## config.mk

```make
export PLATFORM = sky130hd
export DESIGN_NAME = sram_cmd_ctrl
export DESIGN_NICKNAME = d
export VERILOG_FILES = /design/src/include/sram_axil_defs.svh /design/src/logic/sram_pkg.sv /design/src/logic/sram_meta_fifo.sv /design/src/logic/sram_cmd_ctrl.sv
export SDC_FILE = /design/constraint.sdc
export NUM_CORES = 1
export LEC_CHECK = 0
export BUFFER_PORTS_ARGS = -buffer_cell sky130_fd_sc_hd__buf_2
export CAP_MARGIN = 20
export CORE_MARGIN = 2
export CORE_UTILIZATION = 47
export CTS_CLUSTER_SIZE = 20
export DETAILED_ROUTE_END_ITERATION = 12
export GPL_ROUTABILITY_DRIVEN = 0
export PLACE_DENSITY = 0.79
export SETUP_SLACK_MARGIN = 0.02
export SYNTH_ARGS = -nofsm -noshare
export SYNTH_HDL_FRONTEND = slang
export SYNTH_SLANG_ARGS = --single-unit
export TNS_END_PERCENT = 10
```

## constraint.sdc

```tcl
create_clock -name clk -period 2.9 [get_ports clk]
set_input_delay 0.58 -clock clk [delete_from_list [all_inputs] [get_ports clk]]
set_output_delay 0.58 -clock clk [all_outputs]
set_load 0.02 [all_outputs]
```

## src/include/sram_axil_defs.svh

```systemverilog
`ifndef SRAM_AXIL_DEFS_SVH
`define SRAM_AXIL_DEFS_SVH

// AXI4-Lite response codes
`define resp_okay   2'b00
`define resp_slverr 2'b10

`endif

```

## src/logic/sram_pkg.sv

```systemverilog
`default_nettype none

package sram_pkg;

  // sram chip geometry
  localparam int sram_addr_w = 8;
  localparam int sram_data_w = 16;

  // axi4-lite side
  localparam int axil_addr_w = 32;
  localparam int axil_data_w = 32;
  localparam int axil_strb_w = axil_data_w / 8;

  // metadata fifo, also the limit on requests in flight
  localparam int meta_fifo_depth_log2 = 2;
  localparam logic [meta_fifo_depth_log2:0] meta_fifo_depth =
    {1'b1, {meta_fifo_depth_log2{1'b0}}};

  // one sram access, as issued by the bridge
  typedef struct packed {
    logic                   is_write;
    logic [sram_addr_w-1:0] addr;
    logic [sram_data_w-1:0] wdata;
  } sram_cmd_t;

  // what the response needs to know about an access
  typedef struct packed {
    logic is_write;
    logic err;
  } sram_meta_t;

  typedef struct packed {
    sram_meta_t             meta;
    logic [sram_data_w-1:0] rdata;
  } sram_rsp_t;

endpackage

`default_nettype wire

```

## src/logic/sram_meta_fifo.sv

```systemverilog
`default_nettype none

module sram_meta_fifo (
  input  logic                 clk,
  input  logic                 rst_n,
  input  logic                 push,
  input  sram_pkg::sram_meta_t push_meta,
  input  logic                 pop,
  output sram_pkg::sram_meta_t pop_meta,
  output logic                 full,
  output logic                 empty
);

  sram_pkg::sram_meta_t                      mem[sram_pkg::meta_fifo_depth];
  logic [sram_pkg::meta_fifo_depth_log2-1:0] wr_ptr;
  logic [sram_pkg::meta_fifo_depth_log2-1:0] rd_ptr;
  logic [sram_pkg::meta_fifo_depth_log2:0]   count;

  always_ff @(posedge clk) begin
    if (!rst_n) begin
      wr_ptr <= '0;
      rd_ptr <= '0;
      count  <= '0;
    end else begin
      if (push) begin
        wr_ptr <= wr_ptr + {{(sram_pkg::meta_fifo_depth_log2-1){1'b0}}, 1'b1};
      end
      if (pop) begin
        rd_ptr <= rd_ptr + {{(sram_pkg::meta_fifo_depth_log2-1){1'b0}}, 1'b1};
      end
      if (push && !pop) begin
        count <= count + {{sram_pkg::meta_fifo_depth_log2{1'b0}}, 1'b1};
      end else if (pop && !push) begin
        count <= count - {{sram_pkg::meta_fifo_depth_log2{1'b0}}, 1'b1};
      end
    end
  end

  always_ff @(posedge clk) begin
    if (push) begin
      mem[wr_ptr] <= push_meta;
    end
  end

  // head of the queue, oldest access still unanswered
  assign pop_meta = mem[rd_ptr];
  assign full     = count == sram_pkg::meta_fifo_depth;
  assign empty    = count == '0;

  no_overflow: assert property (@(posedge clk) disable iff (!rst_n) !(push && full));
  no_underflow: assert property (@(posedge clk) disable iff (!rst_n) !(pop && empty));

endmodule

`default_nettype wire

```

## src/logic/sram_cmd_ctrl.sv

```systemverilog
`default_nettype none

module sram_cmd_ctrl (
  input  logic                             clk,
  input  logic                             rst_n,

  input  logic                             cmd_valid,
  output logic                             cmd_ready,
  input  sram_pkg::sram_cmd_t              cmd,
  input  sram_pkg::sram_meta_t             cmd_meta,

  output logic                             rsp_valid,
  input  logic                             rsp_ready,
  output sram_pkg::sram_rsp_t              rsp,

  output logic                             pad_start,
  output logic                             pad_is_write,
  output logic [sram_pkg::sram_addr_w-1:0] pad_addr,
  output logic [sram_pkg::sram_data_w-1:0] pad_wdata,
  input  logic                             pad_done,
  input  logic [sram_pkg::sram_data_w-1:0] pad_rdata
);

  typedef enum logic [1:0] {
    st_idle,
    st_read,
    st_write
  } state_t;

  state_t                           state;
  logic                             accept;
  logic                             rsp_free;
  logic                             result_wait;
  logic                             held_valid;
  logic [sram_pkg::sram_data_w-1:0] held_rdata;
  logic [sram_pkg::sram_data_w-1:0] rsp_rdata;
  logic                             fifo_pop;
  logic                             fifo_full;
  logic                             fifo_empty;
  sram_pkg::sram_meta_t             head_meta;

  sram_meta_fifo meta_fifo (
    .clk      (clk),
    .rst_n    (rst_n),
    .push     (accept),
    .push_meta(cmd_meta),
    .pop      (fifo_pop),
    .pop_meta (head_meta),
    .full     (fifo_full),
    .empty    (fifo_empty)
  );

  assign rsp_free = !rsp_valid || rsp_ready;

  // a finished result with nowhere to go blocks the next access
  assign result_wait = held_valid || (pad_done && !rsp_free);

  assign cmd_ready = (state == st_idle) && !fifo_full && !result_wait;
  assign accept    = cmd_valid && cmd_ready;

  assign pad_start    = accept;
  assign pad_is_write = cmd.is_write;
  assign pad_addr     = cmd.addr;
  assign pad_wdata    = cmd.wdata;

  // one strobe cycle per access, then back to idle
  always_ff @(posedge clk) begin
    if (!rst_n) begin
      state <= st_idle;
    end else begin
      case (state)
        st_idle:  state <= accept ? (cmd.is_write ? st_write : st_read) : st_idle;
        st_read:  state <= st_idle;
        st_write: state <= st_idle;
        default:  state <= st_idle;
      endcase
    end
  end

  always_ff @(posedge clk) begin
    if (!rst_n) begin
      rsp_valid  <= 1'b0;
      held_valid <= 1'b0;
    end else begin
      if (rsp_free) begin
        rsp_valid <= held_valid || pad_done;
      end
      if (pad_done && !rsp_free) begin
        held_valid <= 1'b1;
      end else if (rsp_free) begin
        held_valid <= 1'b0;
      end
    end
  end

  always_ff @(posedge clk) begin
    if (rsp_free) begin
      rsp_rdata <= held_valid ? held_rdata : pad_rdata;
    end
    if (pad_done && !rsp_free) begin
      held_rdata <= pad_rdata;
    end
  end

  // metadata stays at the fifo head until its response goes out
  assign fifo_pop   = rsp_valid && rsp_ready;
  assign rsp.meta   = head_meta;
  assign rsp.rdata  = rsp_rdata;

  done_has_meta: assert property (@(posedge clk) disable iff (!rst_n)
    pad_done |-> !fifo_empty);

  rsp_hold: assert property (@(posedge clk) disable iff (!rst_n)
    rsp_valid && !rsp_ready |=> rsp_valid && $stable(rsp));

endmodule

`default_nettype wire

```

# Word-level counts from Yosys, hierarchy flattened
# Memories as Yosys holds them, arrays and structs flattened. A register that Yosys moved wholly into a read port is not among the register bits.
# Cells that the tools add are included.
[word_totals] output_inout_bits=46 inputBits=48 mem_bits_rw=8 n_memories=1 elab_cells=44 register_bits=43
[op_classes] mux=10 add_sub_neg=4 eq_ne=1 reduce_logical=20
[memory_table] name="meta_fifo.mem" words=4 word_bits=2 rd=1 rd_ports_with_merged_regs=1 wr=1 line="sram_meta_fifo.sv:14" text="sram_pkg::sram_meta_t mem[sram_pkg::meta_fifo_depth];"
[ops] op="two-way mux 16 bit" count=1
[ops] op="logical AND 1 bit" count=7
[ops] op="zero test 1 bit" count=6
[ops] op="two-way mux 2 bit" count=3
[ops] op="two-way mux 3 bit" count=2
[ops] op="adder 2 x 1 -> 2 bit (second input constant)" count=2
[ops] op="two-way mux 1 bit" count=4
[ops] op="nonzero test 2 bit" count=2
[ops] op="adder 3 x 1 -> 3 bit (second input constant)" count=1
[ops] op="equality test 3 bit (second input constant)" count=1
[ops] op="logical OR 1 bit" count=3
[ops] op="AND reduction 3 bit" count=1
[ops] op="subtractor 3 x 1 -> 3 bit (second input constant)" count=1
[ops] op="zero test 2 bit" count=1

# Logic depth before layout (Yosys ltp)
[depth] word_depth=12 ltp_mapped=9 mapped_depth_nobuf=8

# Modules after synthesis
# Synthesis repeated with hierarchy kept, for this count alone.
[unflattened] hier_cells=145 area_unflattened_um2=2267.2
[modules_own_cells] module="sram_cmd_ctrl" cells_each=92 seq_area_each_um2=1041.0 area_per_inst_um2=1536.5 n_inst=1
[modules_own_cells] module="sram_meta_fifo" cells_each=53 seq_area_each_um2=420.4 area_per_inst_um2=730.7 n_inst=1

# Worst setup path after synthesis
# Ideal clock, no wire load.
[synth_path] path_type="input-to-reg" start="input port rsp_ready" end="register meta_fifo.count[2] (netlist bit)" path_buffers=0 setup_time_ps=76 t_required_ps=2824 setup_slack_ps=-41 arrival_ps=2866 path_stages=8 cell_sequence="and3b_1 -> a2111oi_4 -> ha_1 -> inv_1 -> fa_1 -> xor2_1 -> or3_1 -> a21boi_0"
[synth_via] elab_chain_cells=10 word_cells_on_any_way=14 cone_classes="1 x mux; 13 x reduce/logical"
[synth_lines] element="start, declared" line="sram_cmd_ctrl.sv:13" text="input logic rsp_ready,"
[synth_lines] element="logical OR 1 bit (*)" line="sram_cmd_ctrl.sv:53" text="assign rsp_free = !rsp_valid || rsp_ready;"
[synth_lines] element="zero test 1 bit (*)" line="sram_cmd_ctrl.sv:56" text="assign result_wait = held_valid || (pad_done && !rsp_free);"
[synth_lines] element="logical AND 1 bit (*)" line="sram_cmd_ctrl.sv:56"
[synth_lines] element="logical OR 1 bit (*)" line="sram_cmd_ctrl.sv:56"
[synth_lines] element="zero test 1 bit (*)" line="sram_cmd_ctrl.sv:58" text="assign cmd_ready = (state == st_idle) && !fifo_full && !result_wait;"
[synth_lines] element="logical AND 1 bit (*)" line="sram_cmd_ctrl.sv:58"
[synth_lines] element="logical AND 1 bit (*)" line="sram_cmd_ctrl.sv:59" text="assign accept = cmd_valid && cmd_ready;"
[synth_lines] element="net pad_start" line="sram_cmd_ctrl.sv:16" text="output logic pad_start,"
[synth_lines] element="zero test 1 bit" line="sram_meta_fifo.sv:33" text="end else if (pop && !push) begin"
[synth_lines] element="logical AND 1 bit" line="sram_meta_fifo.sv:33"
[synth_lines] element="nonzero test 2 bit (no source line)"
[synth_lines] element="end signal, assigned" line="sram_meta_fifo.sv:32" text="count <= count + {{sram_pkg::meta_fifo_depth_log2{1'b0}}, 1'b1};"
[synth_lines] element="end signal, assigned" line="sram_meta_fifo.sv:34" text="count <= count - {{sram_pkg::meta_fifo_depth_log2{1'b0}}, 1'b1};"
[synth_lines] element="end, declared" line="sram_meta_fifo.sv:17" text="logic [sram_pkg::meta_fifo_depth_log2:0] count;"
# The timed path passes the listed nets; every way through them passes the cells marked *.
# A chain may end at the register's enable or synchronous reset.

# Worst setup path in the final report
[layout_path] start="register held_valid" end="register meta_fifo.count[2] (netlist bit)"
[layout_via] elab_chain_cells=7 word_cells_on_any_way=9 cone_classes="1 x mux; 8 x reduce/logical"
[layout_lines] element="start, declared" line="sram_cmd_ctrl.sv:34" text="logic held_valid;"
[layout_lines] element="start signal, assigned" line="sram_cmd_ctrl.sv:83" text="held_valid <= 1'b0;"
[layout_lines] element="start signal, assigned" line="sram_cmd_ctrl.sv:89" text="held_valid <= 1'b1;"
[layout_lines] element="start signal, assigned" line="sram_cmd_ctrl.sv:91" text="held_valid <= 1'b0;"
[layout_lines] element="logical OR 1 bit (*)" line="sram_cmd_ctrl.sv:56"
[layout_lines] element="zero test 1 bit (*)" line="sram_cmd_ctrl.sv:58"
[layout_lines] element="logical AND 1 bit (*)" line="sram_cmd_ctrl.sv:58"
[layout_lines] element="logical AND 1 bit (*)" line="sram_cmd_ctrl.sv:59"
[layout_lines] element="zero test 1 bit" line="sram_meta_fifo.sv:33"
[layout_lines] element="logical AND 1 bit" line="sram_meta_fifo.sv:33"
[layout_lines] element="nonzero test 2 bit (no source line)"
# Every way passes the cells marked *; elsewhere a longest branch is shown, timed or not.

==> qor.yml <==
timing:
  fin_ws_ns: 0.528
  max_freq_mhz: 422
  max_slew_margin_pct: 43.6
  tightest_slew_ns: 0.846
  post-route-period-util_pct: 81.8
  drv_slew: 0
  finalHoldViolations: 0
  finalSetupViolCount: 0
  finalCriticalPeriod_ns: 2.37
  finClkSkew_ns: 0.00278
  setup_tns_ns: 0
  rsz0062_at_grt: "false"
floorplanning:
  dieArea_um2: 5370
  initial_core_util_pct: 48.4
  rows: 25
  die_height_um: 73.3
  core_um2: 4660
  die_w_um: 73.3
  ios: 94
worst_setup_path:
  required_ns: 3.13
  timing.rr.start: "held_valid"
  critPathLaunchType: "flop"
  cp.arrival_ns: 2.60
  cp-end-kind: "flop"
  worstPathMaxFanout: 2
  setup.worst_path.start: "held_valid"
  worstSetupPathType: "flop to flop"
clock_tree:
  cts_buffers: 5
  path_clk_slew_ns: 0.09
  cts.sinks: 53
  ctsRootBufferMaster: "clkbuf_8"
  cts_max_level: 2
  clock_path_buffers: 2
  clock_latency_ns: 0.30
  cts_hold_buf: 0
  ctsResizeCount: 0
  postCtsSetupBuffers: 0
  cts_tree: "yes"
global_routing:
  grtUsageMet2_pct: 24.3
  grt_use_total_pct: 14.4
  antenna_found_initial: 0
  grt_pass1_vias: 1205
  grt_first_pass_wirelength_um: 5660
  met3_usage_pct: 3.84
  met1_usage_pct: 15.6
  overflow: 0
  grt_max_degree: 19
  busiest_layer: "met2"
layout:
  final_common_cell: "buf_2"
  final_cell_mix: "45 x buf_2, 40 x edfxtp_1, 16 x mux2_2, 13 x dfxtp_1, 8 x and2_1"
  final_net_count: 227
  seq_area_um2: 1460
  diodes: 0
  area_delta_synth_final_pct: 9.27
  multi_input_area_um2: 581
  fillerInstances: 381
  layout-drive-gt1-share_pct: 44.8
synth:
  synth_edf_count: 40
  synth_ff_type: "edfxtp_1"
  ys_seq_area_share_pct: 64.8
  ys_seq_elements: 53
  syn_area_um2: 2250
  syn_nets: 200
  synthCells: 146
  postSynth.asyncResetShare_pct: 0
  synth_cell_types: 27
  syn_area_per_cell_um2: 15.4
  ys.warnings.count: 0
pwr:
  p_leak_uw: 0.000959
  p_total_uw: 1590
  vdd_drop_max_mv: 0.296
  p_per_area_nw_per_um2: 646
drt:
  routed-via-count: 1170
  firstDrtPassIters: 4
  routed_wl_um: 3750
  via_per_inst: 5.13
  drc: 0
  drt_iter0_markers: 63
  wl_per_cell_um: 16.5
  ant_nets: 0
placed_design:
  place_ws_ns: 0.252
  port_buffers: 45
  dp_hpwl_um: 2800
min_path:
  min_path_type: "input port to flop"
  min_from: "pad_rdata[14]"
run:
  max_cap_violations: 0
outcome:
  status: "finished clean"
synth_stat cells (2+ instances only):
cell type	instances	area (µm²)
nor2_1	3	11.3
mux2i_1	3	30.0
inv_1	4	15.0
xnor2_1	3	26.3
o21ai_0	2	10.0
a21boi_0	2	15.0
and2_1	8	50.1
mux2_2	16	180
nand2_1	5	18.8
dfxtp_1	13	260
mux4_2	2	45.0
ha_1	5	62.6
buf_4	25	188
and3b_1	2	17.5
clkbuf_1	2	7.51
edfxtp_1	40	1200
worst paths after layout:
check,to,slack [ns],depth (start not counted)
worst min-delay path,held_rdata[14],0.47,1
worst min register to register,meta_fifo.wr_ptr[1],0.52,2
worst max-delay path,meta_fifo.count[2],0.53,8
worst max register to register,meta_fifo.count[2],0.53,8
per-layer routing:
metal | share of wire, % | up-vias
li1 | - | 553
met1 | 38 | 552
met2 | 51 | 39
met3 | 6.3 | 26
met4 | 5.2 | 0
met5 | 0 | -
critical path, stage by stage (launching register included):
cell	delay (ns)
dfxtp_1	0.33
or3_4	0.40
a2111oi_4	0.26
ha_2	0.27
inv_1	0.06
fa_2	0.34
xor2_1	0.17
or3_1	0.30
a21boi_1	0.16
power by group:
part / switching, µW / internal, µW / total [µW]
combinational: 150 / 121 / 271
clock: 218 / 189 / 407
sequential: 36.4 / 877 / 913
total: 404 / 1190 / 1590
cell families after synthesis:
family	after synthesis	synth area share [%]
buf+inv	32	9.82
compound gates	6	2.66
mux	21	11.3
simple gates	24	6.16
flops	53	64.8
fa+ha+maj	6	3.66
xor+xnor	4	1.55
registers in the layout (all words and copies together), names as in the netlist, named ones only:
signal / count
meta_fifo.wr_ptr: 2
meta_fifo.count: 3
rsp_valid: 1
rsp_rdata: 16
held_rdata: 16
state: 2
meta_fifo.rd_ptr: 2
meta_fifo.mem: 8
held_valid: 1
layout make-up:
type,instances,share of cell area (%)
Clock buffer,6,3.35
Clock inverter,2,0.356
Inverter,4,0.609
Multi-Input combinational cell,61,23.6
Sequential cell,53,59.3
Tap cell,54,2.74
Timing Repair Buffer,48,10.1
through the flow:
step / hold slack, ns / area [µm²] / std cells / utilization (%)
global placement: 0.476 / 2370 / 220 / 50.9
CTS: 0.455 / 2460 / 228 / 52.9
floorplan: 0.468 / 2260 / 146 / -
detailed placement: 0.508 / 2370 / 220 / 50.9
global route: 0.456 / 2460 / 228 / 52.9
finish: 0.467 / 2460 / 228 / 52.9
Note: power is estimated with default switching activity, not from simulation.
