`src/include/sram_axil_defs.svh`:
```
`ifndef SRAM_AXIL_DEFS_SVH
`define SRAM_AXIL_DEFS_SVH

// AXI4-Lite response codes
`define resp_okay   2'b00
`define resp_slverr 2'b10

`endif

```
`src/logic/sram_pkg.sv`:
```
`default_nettype none

package sram_pkg;

  // sram chip geometry
  localparam int sram_addr_w = 8;
  localparam int sram_data_w = 16;

  // axi4-lite side
  localparam int axil_addr_w = 32;
  localparam int axil_data_w = 32;
  localparam int axil_strb_w = axil_data_w / 8;

  // metadata fifo, also the limit on requests in flight
  localparam int meta_fifo_depth_log2 = 2;
  localparam logic [meta_fifo_depth_log2:0] meta_fifo_depth =
    {1'b1, {meta_fifo_depth_log2{1'b0}}};

  // one sram access, as issued by the bridge
  typedef struct packed {
    logic                   is_write;
    logic [sram_addr_w-1:0] addr;
    logic [sram_data_w-1:0] wdata;
  } sram_cmd_t;

  // what the response needs to know about an access
  typedef struct packed {
    logic is_write;
    logic err;
  } sram_meta_t;

  typedef struct packed {
    sram_meta_t             meta;
    logic [sram_data_w-1:0] rdata;
  } sram_rsp_t;

endpackage

`default_nettype wire

```
`src/logic/axil_sram_bridge.sv`:
```
`default_nettype none

`include "sram_axil_defs.svh"

module axil_sram_bridge (
  input  logic                             clk,
  input  logic                             rst_n,

  input  logic                             awvalid,
  output logic                             awready,
  input  logic [sram_pkg::axil_addr_w-1:0] awaddr,
  input  logic                             wvalid,
  output logic                             wready,
  input  logic [sram_pkg::axil_data_w-1:0] wdata,
  input  logic [sram_pkg::axil_strb_w-1:0] wstrb,
  output logic                             bvalid,
  input  logic                             bready,
  output logic [1:0]                       bresp,
  input  logic                             arvalid,
  output logic                             arready,
  input  logic [sram_pkg::axil_addr_w-1:0] araddr,
  output logic                             rvalid,
  input  logic                             rready,
  output logic [sram_pkg::axil_data_w-1:0] rdata,
  output logic [1:0]                       rresp,

  output logic                             cmd_valid,
  input  logic                             cmd_ready,
  output sram_pkg::sram_cmd_t              cmd,
  output sram_pkg::sram_meta_t             cmd_meta,
  input  logic                             rsp_valid,
  output logic                             rsp_ready,
  input  sram_pkg::sram_rsp_t              rsp
);

  logic                                    wr_pair;
  logic                                    slot_free;
  logic                                    room;
  logic                                    take_wr;
  logic                                    take_rd;
  logic                                    wr_err;
  logic                                    rd_err;
  logic                                    rsp_fire;
  logic                                    b_done;
  logic                                    r_done;
  logic [sram_pkg::meta_fifo_depth_log2:0] inflight;

  assign wr_pair   = awvalid && wvalid;
  assign slot_free = !cmd_valid || cmd_ready;
  assign room      = inflight < sram_pkg::meta_fifo_depth;

  // writes win ties, a read only goes when no write pair is waiting
  assign take_wr = wr_pair && slot_free && room;
  assign take_rd = arvalid && !wr_pair && slot_free && room;

  assign awready = take_wr;
  assign wready  = take_wr;
  assign arready = take_rd;

  // outside the 512 byte window, or a strobe missing one of the low bytes
  assign wr_err = (|awaddr[sram_pkg::axil_addr_w-1:sram_pkg::sram_addr_w+1]) ||
                  !(&wstrb[sram_pkg::sram_data_w/8-1:0]);
  assign rd_err = |araddr[sram_pkg::axil_addr_w-1:sram_pkg::sram_addr_w+1];

  always_ff @(posedge clk) begin
    if (!rst_n) begin
      cmd_valid <= 1'b0;
    end else if (take_wr || take_rd) begin
      cmd_valid <= 1'b1;
    end else if (cmd_ready) begin
      cmd_valid <= 1'b0;
    end
  end

  // a rejected write becomes a read of the same word, so order holds
  always_ff @(posedge clk) begin
    if (take_wr) begin
      cmd.is_write      <= !wr_err;
      cmd.addr          <= awaddr[sram_pkg::sram_addr_w:1];
      cmd.wdata         <= wdata[sram_pkg::sram_data_w-1:0];
      cmd_meta.is_write <= 1'b1;
      cmd_meta.err      <= wr_err;
    end else if (take_rd) begin
      cmd.is_write      <= 1'b0;
      cmd.addr          <= araddr[sram_pkg::sram_addr_w:1];
      cmd.wdata         <= '0;
      cmd_meta.is_write <= 1'b0;
      cmd_meta.err      <= rd_err;
    end
  end

  // steer each response to its channel
  assign rsp_ready = rsp.meta.is_write ? (!bvalid || bready) : (!rvalid || rready);
  assign rsp_fire  = rsp_valid && rsp_ready;
  assign b_done    = bvalid && bready;
  assign r_done    = rvalid && rready;

  always_ff @(posedge clk) begin
    if (!rst_n) begin
      bvalid <= 1'b0;
      rvalid <= 1'b0;
    end else begin
      if (rsp_fire && rsp.meta.is_write) begin
        bvalid <= 1'b1;
      end else if (bready) begin
        bvalid <= 1'b0;
      end
      if (rsp_fire && !rsp.meta.is_write) begin
        rvalid <= 1'b1;
      end else if (rready) begin
        rvalid <= 1'b0;
      end
    end
  end

  always_ff @(posedge clk) begin
    if (rsp_fire && rsp.meta.is_write) begin
      bresp <= rsp.meta.err ? `resp_slverr : `resp_okay;
    end
    if (rsp_fire && !rsp.meta.is_write) begin
      rresp <= rsp.meta.err ? `resp_slverr : `resp_okay;
      // upper half reads as zero
      rdata <= rsp.meta.err ? '0 :
               {{(sram_pkg::axil_data_w - sram_pkg::sram_data_w){1'b0}}, rsp.rdata};
    end
  end

  // requests between AR/AW acceptance and the B/R handshake
  always_ff @(posedge clk) begin
    if (!rst_n) begin
      inflight <= '0;
    end else begin
      inflight <= inflight
                  + {{sram_pkg::meta_fifo_depth_log2{1'b0}}, take_wr || take_rd}
                  - {{sram_pkg::meta_fifo_depth_log2{1'b0}}, b_done}
                  - {{sram_pkg::meta_fifo_depth_log2{1'b0}}, r_done};
    end
  end

  cmd_hold: assert property (@(posedge clk) disable iff (!rst_n)
    cmd_valid && !cmd_ready |=> cmd_valid && $stable(cmd) && $stable(cmd_meta));

endmodule

`default_nettype wire

```
`config.mk`:
```
export PLATFORM = sky130hd
export DESIGN_NAME = axil_sram_bridge
export DESIGN_NICKNAME = d
export VERILOG_FILES = /design/src/logic/sram_pkg.sv /design/src/logic/axil_sram_bridge.sv
export VERILOG_INCLUDE_DIRS = /design/src /design/src/include
export SDC_FILE = /design/constraint.sdc
export NUM_CORES = 1
export LEC_CHECK = 0
export BUFFER_PORTS_ARGS = -buffer_cell sky130_fd_sc_hd__buf_2
export CORE_MARGIN = 2
export CORE_UTILIZATION = 35
export CTS_BUF_LIST = sky130_fd_sc_hd__clkbuf_8
export CTS_CLUSTER_SIZE = 24
export DETAILED_ROUTE_END_ITERATION = 12
export MAX_ROUTING_LAYER = met4
export PLACE_DENSITY = 0.78
export SETUP_SLACK_MARGIN = 0.15
export SLEW_MARGIN = 10
export SYNTH_ARGS = -nofsm -noshare
export SYNTH_HDL_FRONTEND = slang
export SYNTH_SLANG_ARGS = --single-unit
export TNS_END_PERCENT = 10
```
`constraint.sdc`:
```
create_clock -name clk -period 2.7 [get_ports clk]
set_input_delay 0.81 -clock clk [delete_from_list [all_inputs] [get_ports clk]]
set_output_delay 0.81 -clock clk [all_outputs]
set_load 0.005 [all_outputs]
```
; ---- Word level (Yosys, flattened, before mapping)
; Cells that the tools add are included.
[totals]
register_bits = 69
latch_bits = 0
ramBits = 0
romBits = 0
in_bits = 127
output_inout_bits = 70
word_cells = 59
memories = 0
[classes]
n_addsub = 3
n_mul = 0
n_div = 0
order_cmp = 1
n_eq_ne = 0
shifts = 0
n_mux = 12
n_bitwise = 0
reduce_logical = 30
[ops]
columns = op, count
row1 = $mux W25, 2
row2 = $reduce_or A23 Y1, 2
row3 = $logic_and A1 B1 Y1, 11
row4 = $mux W1, 9
row5 = $reduce_bool A2 Y1, 4
row6 = $logic_not A1 Y1, 7
row7 = $sub A3 B1 Y3, 2
row8 = $logic_or A1 B1 Y1, 5
row9 = $add A3 B1 Y3, 1
row10 = $lt A3 B3 Y1 const B, 1
row11 = $mux W2, 1
row12 = $reduce_and A2 Y1, 1

; ---- Logic depth before layout (Yosys ltp)
; Gate-level depths: netlist (run 1).
[depth]
word_depth = 9
depth_mapped = 9
mapped_depth_nobuf = 9

; ---- Least setup slack after synthesis (run 1)
; Ideal clock, no wire load.
[synth_timing]
kind = input to register
from = input awvalid
to = register inflight[2] (netlist bit)
setup_time_ps = 115
t_arrival_ps = 2751
setup_slack_ps = -166
stages = 9
path_buffers = 0
cell_sequence = nand2_1 -> or3_4 -> inv_1 -> a21o_1 -> ha_1 -> ha_1 -> xnor2_1 -> xnor2_1 -> and2_1
[synth_between]
elab_chain_cells = 9
[synth_rtl]
columns = item, line_no
row1 = from (decl), axil_sram_bridge.sv:9  ; input logic awvalid,
row2 = $logic_and A1 B1 Y1 (*), axil_sram_bridge.sv:48  ; assign wr_pair = awvalid && wvalid;
row3 = $logic_not A1 Y1, axil_sram_bridge.sv:54  ; assign take_rd = arvalid && !wr_pair && slot_free && room;
row4 = $logic_and A1 B1 Y1 (3 in series), axil_sram_bridge.sv:54
row5 = $logic_or A1 B1 Y1 (*), axil_sram_bridge.sv:134  ; + {{sram_pkg::meta_fifo_depth_log2{1'b0}}, take_wr || take_rd}
row6 = $add A3 B1 Y3 (*), axil_sram_bridge.sv:134
row7 = $sub A3 B1 Y3 (*), axil_sram_bridge.sv:135  ; - {{sram_pkg::meta_fifo_depth_log2{1'b0}}, b_done}
row8 = $sub A3 B1 Y3 (*), axil_sram_bridge.sv:136  ; - {{sram_pkg::meta_fifo_depth_log2{1'b0}}, r_done};
row9 = to (signal assigned), axil_sram_bridge.sv:133  ; inflight <= inflight
row10 = to (decl), axil_sram_bridge.sv:46  ; logic [sram_pkg::meta_fifo_depth_log2:0] inflight;
; Every way passes the cells marked *; elsewhere a longest branch is shown, timed or not.
; A chain may end at the register's enable or synchronous reset.

; ---- Worst setup path in the final report (run 1)
[layout_timing]
from = input awvalid
to = output awready
[layout_between]
elab_chain_cells = 3
[layout_rtl]
columns = item, line_no
row1 = $logic_and A1 B1 Y1, axil_sram_bridge.sv:48
row2 = $logic_and A1 B1 Y1 (2 in series), axil_sram_bridge.sv:53  ; assign take_wr = wr_pair && slot_free && room;
row3 = to (decl), axil_sram_bridge.sv:10  ; output logic awready,
; No other way between the ends.

==> impl_metrics.tcl, run 1 <==
set metrics [dict create \
    routabilityCongestion 0.804 \
    clk_transition_reported_paths_ps 90 \
    postCtsSetupBuffers 0 \
    route.detailed.vias_per_inst 4.35 \
    clock_tree.root_cell "sky130_fd_sc_hd__clkbuf_8" \
    register_area_sq_um 1460 \
    ff2ff_setup_slack_ps 890 \
    drive_gt1_frac 0.554 \
    vias_in_the_first_global_route 1735 \
    timing.critical_path.arrival_ps 1640 \
    clock.fmax_mhz 409 \
    drtIter0Drc 58 \
    placed_cells_incl_taps 401 \
    yosys_warnings 0 \
    groute.usage.overall 0.147 \
    holdCritPathClass "flip-flop to flip-flop" \
    grt_max_degree 28 \
    clock_sink_count 51 \
    multi_input_area_sq_um 717 \
    post_cts_hold_buffer_count 0 \
    tritoncts "yes" \
    setup.worst_path.end_class "output pin" \
    worst-endpoint-required_ps 1890 \
    mostFrequentLayoutCell "sky130_fd_sc_hd__buf_2" \
    slew_violations 0 \
    setup_viol_count_final 0 \
    boundaryPins 197 \
    syn_area_sq_um 2290 \
    port_buffer_count 158 \
    postRouteAntennaNets 0 \
    number_of_instances_in_the_synthesized_netlist 167 \
    cap_viol_max_count 0 \
    num_rows 29 \
    min_path_cells 2 \
    route.top_layer_used "met4" \
    die_width_um 84.9 \
    min_delay_startpoint "cmd_meta[1]$_SDFFE_PN1P_" \
    layout-area-overhead-vs-synth_pct 40.0 \
    insertedDiodeCount 0 \
    initial_utilization 0.361 \
    synth.ff_latch_count 51 \
    synth_sequential_area_ratio 0.638 \
    reg2reg_from "bvalid$_SDFFE_PN0P_" \
    cts_resized 0 \
    finClkSkew_ps 7.60 \
    ir_drop_v 0.000346 \
    timing.hold.worst_endpoint "cmd_meta[1]$_SDFFE_PN1P_" \
    global_route_wire_length_before_repair_um 8210 \
    total_die_area_sq_um 7210 \
    detailroute.wirelength.met3_um 342 \
    fin_util 0.505 \
    finalNonFillerCells 409 \
    cts.htree.levels 2 \
    die-height_um 84.9 \
    routed_wire_length_per_instance_um 12.9 \
    antenna_found_initial 0 \
    dpl.hpwl_um 4280 \
    nNetsFinal 462 \
    crit_fanout 4 \
    fillerInstances 584 \
    met2WireLength_um 2820 \
    post-route-drc-count 0 \
    clk_latency_ps 300 \
    r2r.worst_path.cells 7 \
    postSynthAreaPerCell_sq_um 13.7 \
    tns_ps 0 \
    worst_r2r_endpoint "inflight[2]$_SDFF_PN0_" \
    dr_total_vias 1778 \
    most-common-layout-cells "sky130_fd_sc_hd__buf_2, sky130_fd_sc_hd__edfxtp_1, sky130_fd_sc_hd__and2_1" \
    timing.final.hold_violations 0 \
    cts_buffers 5 \
    routedLengthMet1_um 2040 \
    drt_pass1_iterations 4 \
    finalWorstPathRequiredPeriod_ps 2450 \
    ys_types 29 \
    startpoint_type "input pin" \
    postRouteWirelength_um 5270 \
    cellLeakagePower_nw 1.50 \
    cts-root-to-sink-buffers 2 \
    coreArea_sq_um 6350 \
    grt_setup_unrepaired "no" \
    final_min_period_over_clock_period 0.906 \
    powerDensity_nw_per_um2 581 \
    gr-total-overflow 0 \
    timing.setup.critical_path_class "input pin to output pin" \
    status "finished, final reports clean" \
]
==> worst max-delay path, stage by stage <==
cell                      delay, ps
sky130_fd_sc_hd__buf_2           80
sky130_fd_sc_hd__nand2_1         70
sky130_fd_sc_hd__or3_4          370
sky130_fd_sc_hd__inv_1          160
sky130_fd_sc_hd__buf_2          150
==> flip-flops by register name, indices dropped and copies added, names as in the netlist <==
register and cells:
cmd 25, rdata 16, inflight 3, cmd_meta 2
bresp 1, bvalid 1, cmd_valid 1, rresp 1
rvalid 1
==> synth_stat cells (all sizes together) <==
cell / n / area (sq um)
nand2b: 3 / 18.8
nor4: 10 / 77.6
dfxtp: 7 / 140
nor2b: 19 / 126
nor2: 4 / 17.5
buf: 21 / 161
clkbuf: 1 / 3.75
mux2: 9 / 101
fa: 1 / 20.0
ha: 3 / 37.5
a21boi: 2 / 15.0
a21o: 1 / 7.51
or3: 2 / 17.5
nand2: 5 / 18.8
o21a: 1 / 7.51
conb: 1 / 3.75
edfxtp: 44 / 1320
and3: 1 / 6.26
inv: 5 / 18.8
xnor2: 2 / 17.5
and2: 19 / 119
nor3: 2 / 10.0
nand4: 3 / 18.8
o21ai: 1 / 5.00
==> worst max path at each step <==
stage,endpoint,start,slack (ps)
CTS,awready,awvalid,250
global placement,awready,wvalid,270
global route,awready,awvalid,210
floorplan,wready,awvalid,230
detailed placement,awready,awvalid,250
finish,awready,awvalid,250
==> kinds of logic (layout without fill, tap and decap cells) <==
| family | Yosys count | after routing | share of synthesized area |
|---|---|---|---|
| XOR/XNOR | 2 | 2 | 0.00765 |
| AND/OR/NAND/NOR | 68 | 68 | 0.188 |
| adder cells (fa/ha/maj) | 4 | 4 | 0.0251 |
| multiplexers | 9 | 9 | 0.0442 |
| flip-flops | 51 | 51 | 0.638 |
| other | 1 | 18 | 0.00164 |
| AO/OA/AOI/OAI | 5 | 5 | 0.0153 |
| buffers and inverters | 27 | 175 | 0.0803 |
==> layout make-up <==
type | instances | area share
multi-input combinational | 106 | 0.224
clock buffer | 5 | 0.0215
inverter | 5 | 0.00585
sequential | 51 | 0.456
tap | 77 | 0.0300
timing repair buffer | 162 | 0.256
clock inverter | 3 | 0.00741
==> routing by layer <==
metal  vias to the layer above  GRT usage
met5                         -          -
met4                         0     0.0418
met3                         6     0.0292
met2                        79      0.260
met1                       813      0.171
li1                        880          -
==> report_power, final <==
part           internal, mW  total, mW  switching, mW
Clock                 0.186      0.445          0.259
Sequential            0.993       1.02         0.0310
Combinational         0.205      0.395          0.190
==> through the flow <==
step / worst slack [ps] / hold slack, ps / area, sq um / power, mW
after detailed placement: 254 / 468 / 3110 / 1.45
after global routing: 213 / 527 / 3210 / 1.98
after floorplan: 234 / 459 / 2360 / 1.25
final: 254 / 476 / 3210 / 1.86
after global placement: 265 / 450 / 3110 / 1.43
after CTS: 253 / 482 / 3210 / 1.89
Note: power is estimated with default switching activity, not from simulation.
==> run 2, diff against run 1 <==
--- a/config.mk
+++ b/config.mk
@@ -6,9 +6,10 @@
 export SDC_FILE = /design/constraint.sdc
 export NUM_CORES = 1
 export LEC_CHECK = 0
+export ABC_AREA = 1
 export BUFFER_PORTS_ARGS = -buffer_cell sky130_fd_sc_hd__buf_2
 export CORE_MARGIN = 2
-export CORE_UTILIZATION = 35
+export CORE_UTILIZATION = 36
 export CTS_BUF_LIST = sky130_fd_sc_hd__clkbuf_8
 export CTS_CLUSTER_SIZE = 24
 export DETAILED_ROUTE_END_ITERATION = 12
==> impl_metrics.tcl, run 2 <==
set metrics [dict create \
    synth.top_cell.area_share 0.542 \
    antenna_found_initial 0 \
    drtIter0Drc 68 \
    startpoint "cmd_ready" \
    worst_r2r_endpoint "inflight[2]$_SDFF_PN0_" \
    post_cts_hold_buffer_count 0 \
    cap_viol_max_count 0 \
    postRouteWirelength_um 5360 \
    startpoint_type "input pin" \
    worst-endpoint-required_ps 1890 \
    synth_ff_type "sky130_fd_sc_hd__edfxtp_1" \
    ir_drop_v 0.000204 \
    hold_slack_ps 471 \
    timing.critical_path.arrival_ps 1420 \
    tns_ps 0 \
    drt_pass1_iterations 4 \
    cellLeakagePower_nw 1.83 \
    insertedDiodeCount 0 \
    total_die_area_sq_um 7450 \
    register_area_sq_um 1460 \
    setup_viol_count_final 0 \
    finalWorstPathRequiredPeriod_ps 2230 \
    clock.fmax_mhz 448 \
    routabilityCongestion 0.779 \
    setup.worst_path.end_class "output pin" \
    globalRouteMet3Util 0.0333 \
    reg2reg_from "bvalid$_SDFFE_PN0P_" \
    clock_tree.root_cell "sky130_fd_sc_hd__clkbuf_8" \
    die_width_um 86.3 \
    initial_utilization 0.378 \
    route.detailed.vias_per_inst 4.15 \
    multi_input_area_sq_um 674 \
    synth.most_common_cell "sky130_fd_sc_hd__nor2_1" \
    number_of_instances_in_the_synthesized_netlist 262 \
    gr-total-overflow 0 \
    global_route_wire_length_before_repair_um 8160 \
    holdCritPathClass "flip-flop to flip-flop" \
    synth.ff_latch_count 51 \
    clock_sink_count 51 \
    post-route-drc-count 0 \
    top_register "cmd" \
    synth-edff-count 44 \
    most-common-layout-cells "sky130_fd_sc_hd__buf_2, sky130_fd_sc_hd__nor2_1, sky130_fd_sc_hd__nand2_1" \
    cts_resized 0 \
    vias_in_the_first_global_route 1974 \
    min_delay_startpoint "cmd_meta[1]$_SDFFE_PN1P_" \
    clk_latency_ps 290 \
    syn_area_sq_um 2440 \
    timing.setup.critical_path_class "input pin to output pin" \
    crit_fanout 4 \
    num_rows 29 \
    dr_total_vias 2085 \
    r2r.worst_path.cells 7 \
    postSynthAreaPerCell_sq_um 9.31 \
    cts_buffers 5 \
    gr-usage-met1 0.136 \
    port_buffer_count 158 \
    clk_transition_reported_paths_ps 90 \
    ys_types 22 \
    yosys_warnings 0 \
    groute.usage.overall 0.144 \
    final_min_period_over_clock_period 0.827 \
    synth_sequential_area_ratio 0.599 \
    status "finished, final reports clean" \
    powerDensity_nw_per_um2 562 \
    cts.htree.levels 2 \
    commonest_cells_post_synth "sky130_fd_sc_hd__nor2_1, sky130_fd_sc_hd__nand2_1, sky130_fd_sc_hd__inv_1" \
    boundaryPins 197 \
    grt_max_degree 28 \
    grt-busiest-layer "met2" \
    slew_violations 0 \
    postCtsSetupBuffers 0 \
    grt_setup_unrepaired "no" \
    tritoncts "yes" \
    coreArea_sq_um 6460 \
    timing.final.hold_violations 0 \
    largest_register_ffs 25 \
    layout-area-overhead-vs-synth_pct 37.1 \
    fillerInstances 602 \
    synthDominantAreaCellType "sky130_fd_sc_hd__edfxtp_1" \
    nNetsFinal 555 \
    crit_path_end "arready" \
    synth_async_sr_flop_share 0 \
    grt.met2_usage 0.273 \
    mostFrequentLayoutCell "sky130_fd_sc_hd__buf_2" \
    layout_top_registers "cmd: 25 flops, rdata: 16 flops, inflight: 3 flops" \
    postRouteAntennaNets 0 \
    die-height_um 86.3 \
    dpl.hpwl_um 4360 \
    post_synth_main_area_contributors "sky130_fd_sc_hd__edfxtp_1, sky130_fd_sc_hd__nor2_1, sky130_fd_sc_hd__nand2_1" \
    drive_gt1_frac 0.421 \
    finClkSkew_ps 9.55 \
    cts-root-to-sink-buffers 2 \
    routed_wire_length_per_instance_um 10.7 \
    ff2ff_setup_slack_ps 940 \
]
==> run 2: cell count changes in the layout (fill, tap and decap cells not counted), sizes merged, moves of 3 or more <==
cell,before,now
nor4,10,0
nand2,5,56
nand2b,3,0
inv,6,51
nor2b,19,0
mux2,9,0
nor2,4,67
and2,19,0
o21ai,1,4
nand3,0,3
nand4,3,0
==> run 2: cells by family after synthesis <==
kind of cell	Yosys count	synth area share
AO/OA/AOI/OAI	5	0.0103
buffers and inverters	73	0.151
flip-flops	51	0.599
AND/OR/NAND/NOR	127	0.210
other	1	0.00154
adder cells (fa/ha/maj)	4	0.0236
XOR/XNOR	1	0.00359
==> run 2: area by class of cell <==
cell class,instances,share of cell area
Clock buffer,5,0.0206
Multi-Input combinational cell,155,0.202
Tap cell,77,0.0288
Timing Repair Buffer,162,0.246
Inverter,49,0.0550
Sequential cell,51,0.437
Clock inverter,3,0.0112
==> run 2: power breakdown <==
| part | total, mW | switching, mW | leakage (nW) | internal, mW |
|---|---|---|---|---|
| sequential | 1.00 | 0.0269 | 0.489 | 0.977 |
| clock | 0.501 | 0.231 | 0.0607 | 0.270 |
| combinational | 0.373 | 0.202 | 1.28 | 0.172 |
| total | 1.88 | 0.459 | 1.83 | 1.42 |
==> run 2: routing by layer <==
layer / vias to the layer above / share of wire
met4: 0 / 0.022
met3: 8 / 0.070
met1: 907 / 0.37
met2: 97 / 0.54
met5: - / 0
li1: 1073 / -
==> run 2: metrics by stage <==
| step | std cells | area [sq um] | utilization | setup WS (ps) | power (mW) |
|---|---|---|---|---|---|
| 2_1_floorplan | 279 | 2500 | - | 233 | 1.22 |
| 3_3_place_gp | 494 | 3240 | 0.501 | 451 | 1.38 |
| 3_5_place_dp | 494 | 3240 | 0.501 | 388 | 1.40 |
| 4_1_cts | 502 | 3340 | 0.518 | 450 | 1.90 |
| 5_1_grt | 502 | 3340 | 0.518 | 378 | 1.99 |
| 6_report | 502 | 3340 | 0.518 | 467 | 1.88 |
==> run 2: worst min-delay path by stage <==
stage | slack (ps) | endpoint | depth (start not counted)
floorplan | 450 | cmd_meta[1]$_SDFFE_PN1P_ | 2
global placement | 450 | cmd_meta[1]$_SDFFE_PN1P_ | 2
detailed placement | 460 | cmd_meta[1]$_SDFFE_PN1P_ | 2
CTS | 470 | cmd_meta[1]$_SDFFE_PN1P_ | 2
global route | 520 | cmd_meta[1]$_SDFFE_PN1P_ | 2
finish | 470 | cmd_meta[1]$_SDFFE_PN1P_ | 2
==> run 2: worst max-delay path, stage by stage <==
cell and delay [ps]:
sky130_fd_sc_hd__buf_2 70, sky130_fd_sc_hd__inv_1 40, sky130_fd_sc_hd__nand2_2 70, sky130_fd_sc_hd__nand3_1 150, sky130_fd_sc_hd__nor2_1 150, sky130_fd_sc_hd__buf_2 130
==> run 3, diff against run 2 <==
--- a/config.mk
+++ b/config.mk
@@ -9,12 +9,12 @@
 export ABC_AREA = 1
 export BUFFER_PORTS_ARGS = -buffer_cell sky130_fd_sc_hd__buf_2
 export CORE_MARGIN = 2
-export CORE_UTILIZATION = 36
+export CORE_UTILIZATION = 40
 export CTS_BUF_LIST = sky130_fd_sc_hd__clkbuf_8
 export CTS_CLUSTER_SIZE = 24
 export DETAILED_ROUTE_END_ITERATION = 12
 export MAX_ROUTING_LAYER = met4
-export PLACE_DENSITY = 0.78
+export PLACE_DENSITY = 0.82
 export SETUP_SLACK_MARGIN = 0.15
 export SLEW_MARGIN = 10
 export SYNTH_ARGS = -nofsm -noshare
==> constraint.sdc (replaced) <==
create_clock -name clk -period 2.3 [get_ports clk]
set_input_delay 0.69 -clock clk [delete_from_list [all_inputs] [get_ports clk]]
set_output_delay 0.69 -clock clk [all_outputs]
set_load 0.005 [all_outputs]
==> impl_metrics.tcl, run 3 (synthesis results as in run 2) <==
set metrics [dict create \
    drt_pass1_iterations 4 \
    nNetsFinal 556 \
    die-height_um 82.1 \
    powerDensity_nw_per_um2 630 \
    antenna_found_initial 0 \
    post_cts_hold_buffer_count 0 \
    p_sw_frac 0.257 \
    timing.critical_path.arrival_ps 1290 \
    internal_power_mw 1.56 \
    grt_setup_unrepaired "no" \
    clk_transition_reported_paths_ps 80 \
    grt_max_degree 28 \
    clock_power_share 0.222 \
    clock.fmax_mhz 504 \
    slew_violations 0 \
    timing.hold.worst_endpoint "cmd_meta[1]$_SDFFE_PN1P_" \
    mostFrequentLayoutCell "sky130_fd_sc_hd__buf_2" \
    boundaryPins 197 \
    detailroute.wirelength.met3_um 368 \
    die_width_um 82.1 \
    clock_sink_count 51 \
    ff2ff_setup_slack_ps 550 \
    holdCritPathClass "flip-flop to flip-flop" \
    route.top_layer_used "met4" \
    layout-area-overhead-vs-synth_pct 36.8 \
    coreArea_sq_um 5920 \
    ir_drop_v 0.000329 \
    cts_resized 0 \
    cap_viol_max_count 0 \
    postCtsSetupBuffers 0 \
    cellLeakagePower_nw 1.83 \
    reg2reg_from "bvalid$_SDFFE_PN0P_" \
    final_min_period_over_clock_period 0.862 \
    setup_viol_count_final 0 \
    finClkSkew_ps 8.47 \
    clock_tree.root_cell "sky130_fd_sc_hd__clkbuf_8" \
    min_path_cells 2 \
    routabilityCongestion 0.805 \
    layout_top_registers "cmd: 25 flops, rdata: 16 flops, inflight: 3 flops" \
    setup.worst_path.end_class "output pin" \
    clk_latency_ps 290 \
    tritoncts "yes" \
    tns_ps 0 \
    gr-total-overflow 0 \
    total_die_area_sq_um 6740 \
    drive_gt1_frac 0.423 \
    most-common-layout-cells "sky130_fd_sc_hd__buf_2, sky130_fd_sc_hd__nor2_1, sky130_fd_sc_hd__nand2_1" \
    dr_total_vias 2114 \
    cts_buffers 5 \
    power.share.combinational 0.216 \
    global_route_wire_length_before_repair_um 8100 \
    dpl.hpwl_um 4530 \
    groute.usage.overall 0.162 \
    postLayoutSetupSlackWorst_ps 317 \
    finalNonFillerCells 501 \
    insertedDiodeCount 0 \
    timing.final.hold_violations 0 \
    top_register "cmd" \
    placed_cells_incl_taps 493 \
    startpoint_type "input pin" \
    post-route-drc-count 0 \
    worst_r2r_endpoint "inflight[2]$_SDFF_PN0_" \
    initial_utilization 0.412 \
    largest_register_ffs 25 \
    vias_in_the_first_global_route 1988 \
    crit_fanout 9 \
    min_delay_startpoint "cmd_meta[1]$_SDFFE_PN1P_" \
    routedLengthMet1_um 2080 \
    drtIter0Drc 53 \
    status "finished, final reports clean" \
    r2r.worst_path.cells 7 \
    cts.htree.levels 2 \
    met2WireLength_um 2980 \
    routed_wire_length_per_instance_um 11.0 \
    num_rows 28 \
    p_sw_mw 0.540 \
    timing.setup.critical_path_class "input pin to output pin" \
    postRouteAntennaNets 0 \
    port_buffer_count 158 \
    postRouteWirelength_um 5500 \
    seqPwrFrac 0.562 \
    detailedPlace.worstSlack_ps 134 \
    finalWorstPathRequiredPeriod_ps 1980 \
    worst-endpoint-required_ps 1610 \
    cts-root-to-sink-buffers 2 \
    route.detailed.vias_per_inst 4.22 \
]
## run 3: cell types whose count changed in the layout (fill, tap and decap cells not counted), sizes merged
cell,change
bufinv,-1
clkinv,+1
buf,+1
## run 3: worst max path at each step
stage,from,end,slack (ps),cells past startpoint
final,cmd_ready,awready,320,6
after global routing,cmd_ready,awready,230,6
after CTS,cmd_ready,awready,290,6
after floorplan,cmd_ready,inflight[2]$_SDFF_PN0_,170,12
after detailed placement,bready,inflight[2]$_SDFF_PN0_,130,8
after global placement,bready,inflight[2]$_SDFF_PN0_,160,8
## run 3: layer usage
| metal | vias to the layer above | global-route usage |
|---|---|---|
| met5 | - | - |
| met4 | 0 | 0.0517 |
| met3 | 10 | 0.0286 |
| met2 | 88 | 0.311 |
| met1 | 937 | 0.164 |
| li1 | 1079 | - |
## run 3: per-stage QoR
step | instance area [sq um] | utilization | total power [mW] | hold slack (ps)
CTS | 3340 | 0.564 | 2.13 | 487
global placement | 3260 | 0.550 | 1.64 | 454
detailed placement | 3260 | 0.550 | 1.67 | 475
finish | 3340 | 0.564 | 2.10 | 482
global route | 3340 | 0.564 | 2.23 | 496
floorplan | 2520 | - | 1.44 | 452
## run 3: layout make-up
type / count / area (sq um)
fillers: 536 / 2580
flip-flops and latches: 51 / 1460
repair buffers: 163 / 828
multi-input cells: 155 / 688
inverters: 49 / 184
well taps: 75 / 93.8
clock buffers: 5 / 68.8
clock inverters: 3 / 12.5
## run 3: worst max-delay path, cell delays in order
cell,delay (ps)
sky130_fd_sc_hd__buf_2,70
sky130_fd_sc_hd__inv_1,30
sky130_fd_sc_hd__nand2_2,70
sky130_fd_sc_hd__nand2_2,70
sky130_fd_sc_hd__nor2_4,200
sky130_fd_sc_hd__buf_2,160
## run 3: power by group through the flow
stage / combinational [mW] / clock (mW) / sequential, mW
5_1_grt: 0.522 / 0.512 / 1.19
4_1_cts: 0.464 / 0.482 / 1.18
2_1_floorplan: 0.228 / 0 / 1.22
6_report: 0.455 / 0.466 / 1.18
3_5_place_dp: 0.463 / 0 / 1.20
3_3_place_gp: 0.447 / 0 / 1.19
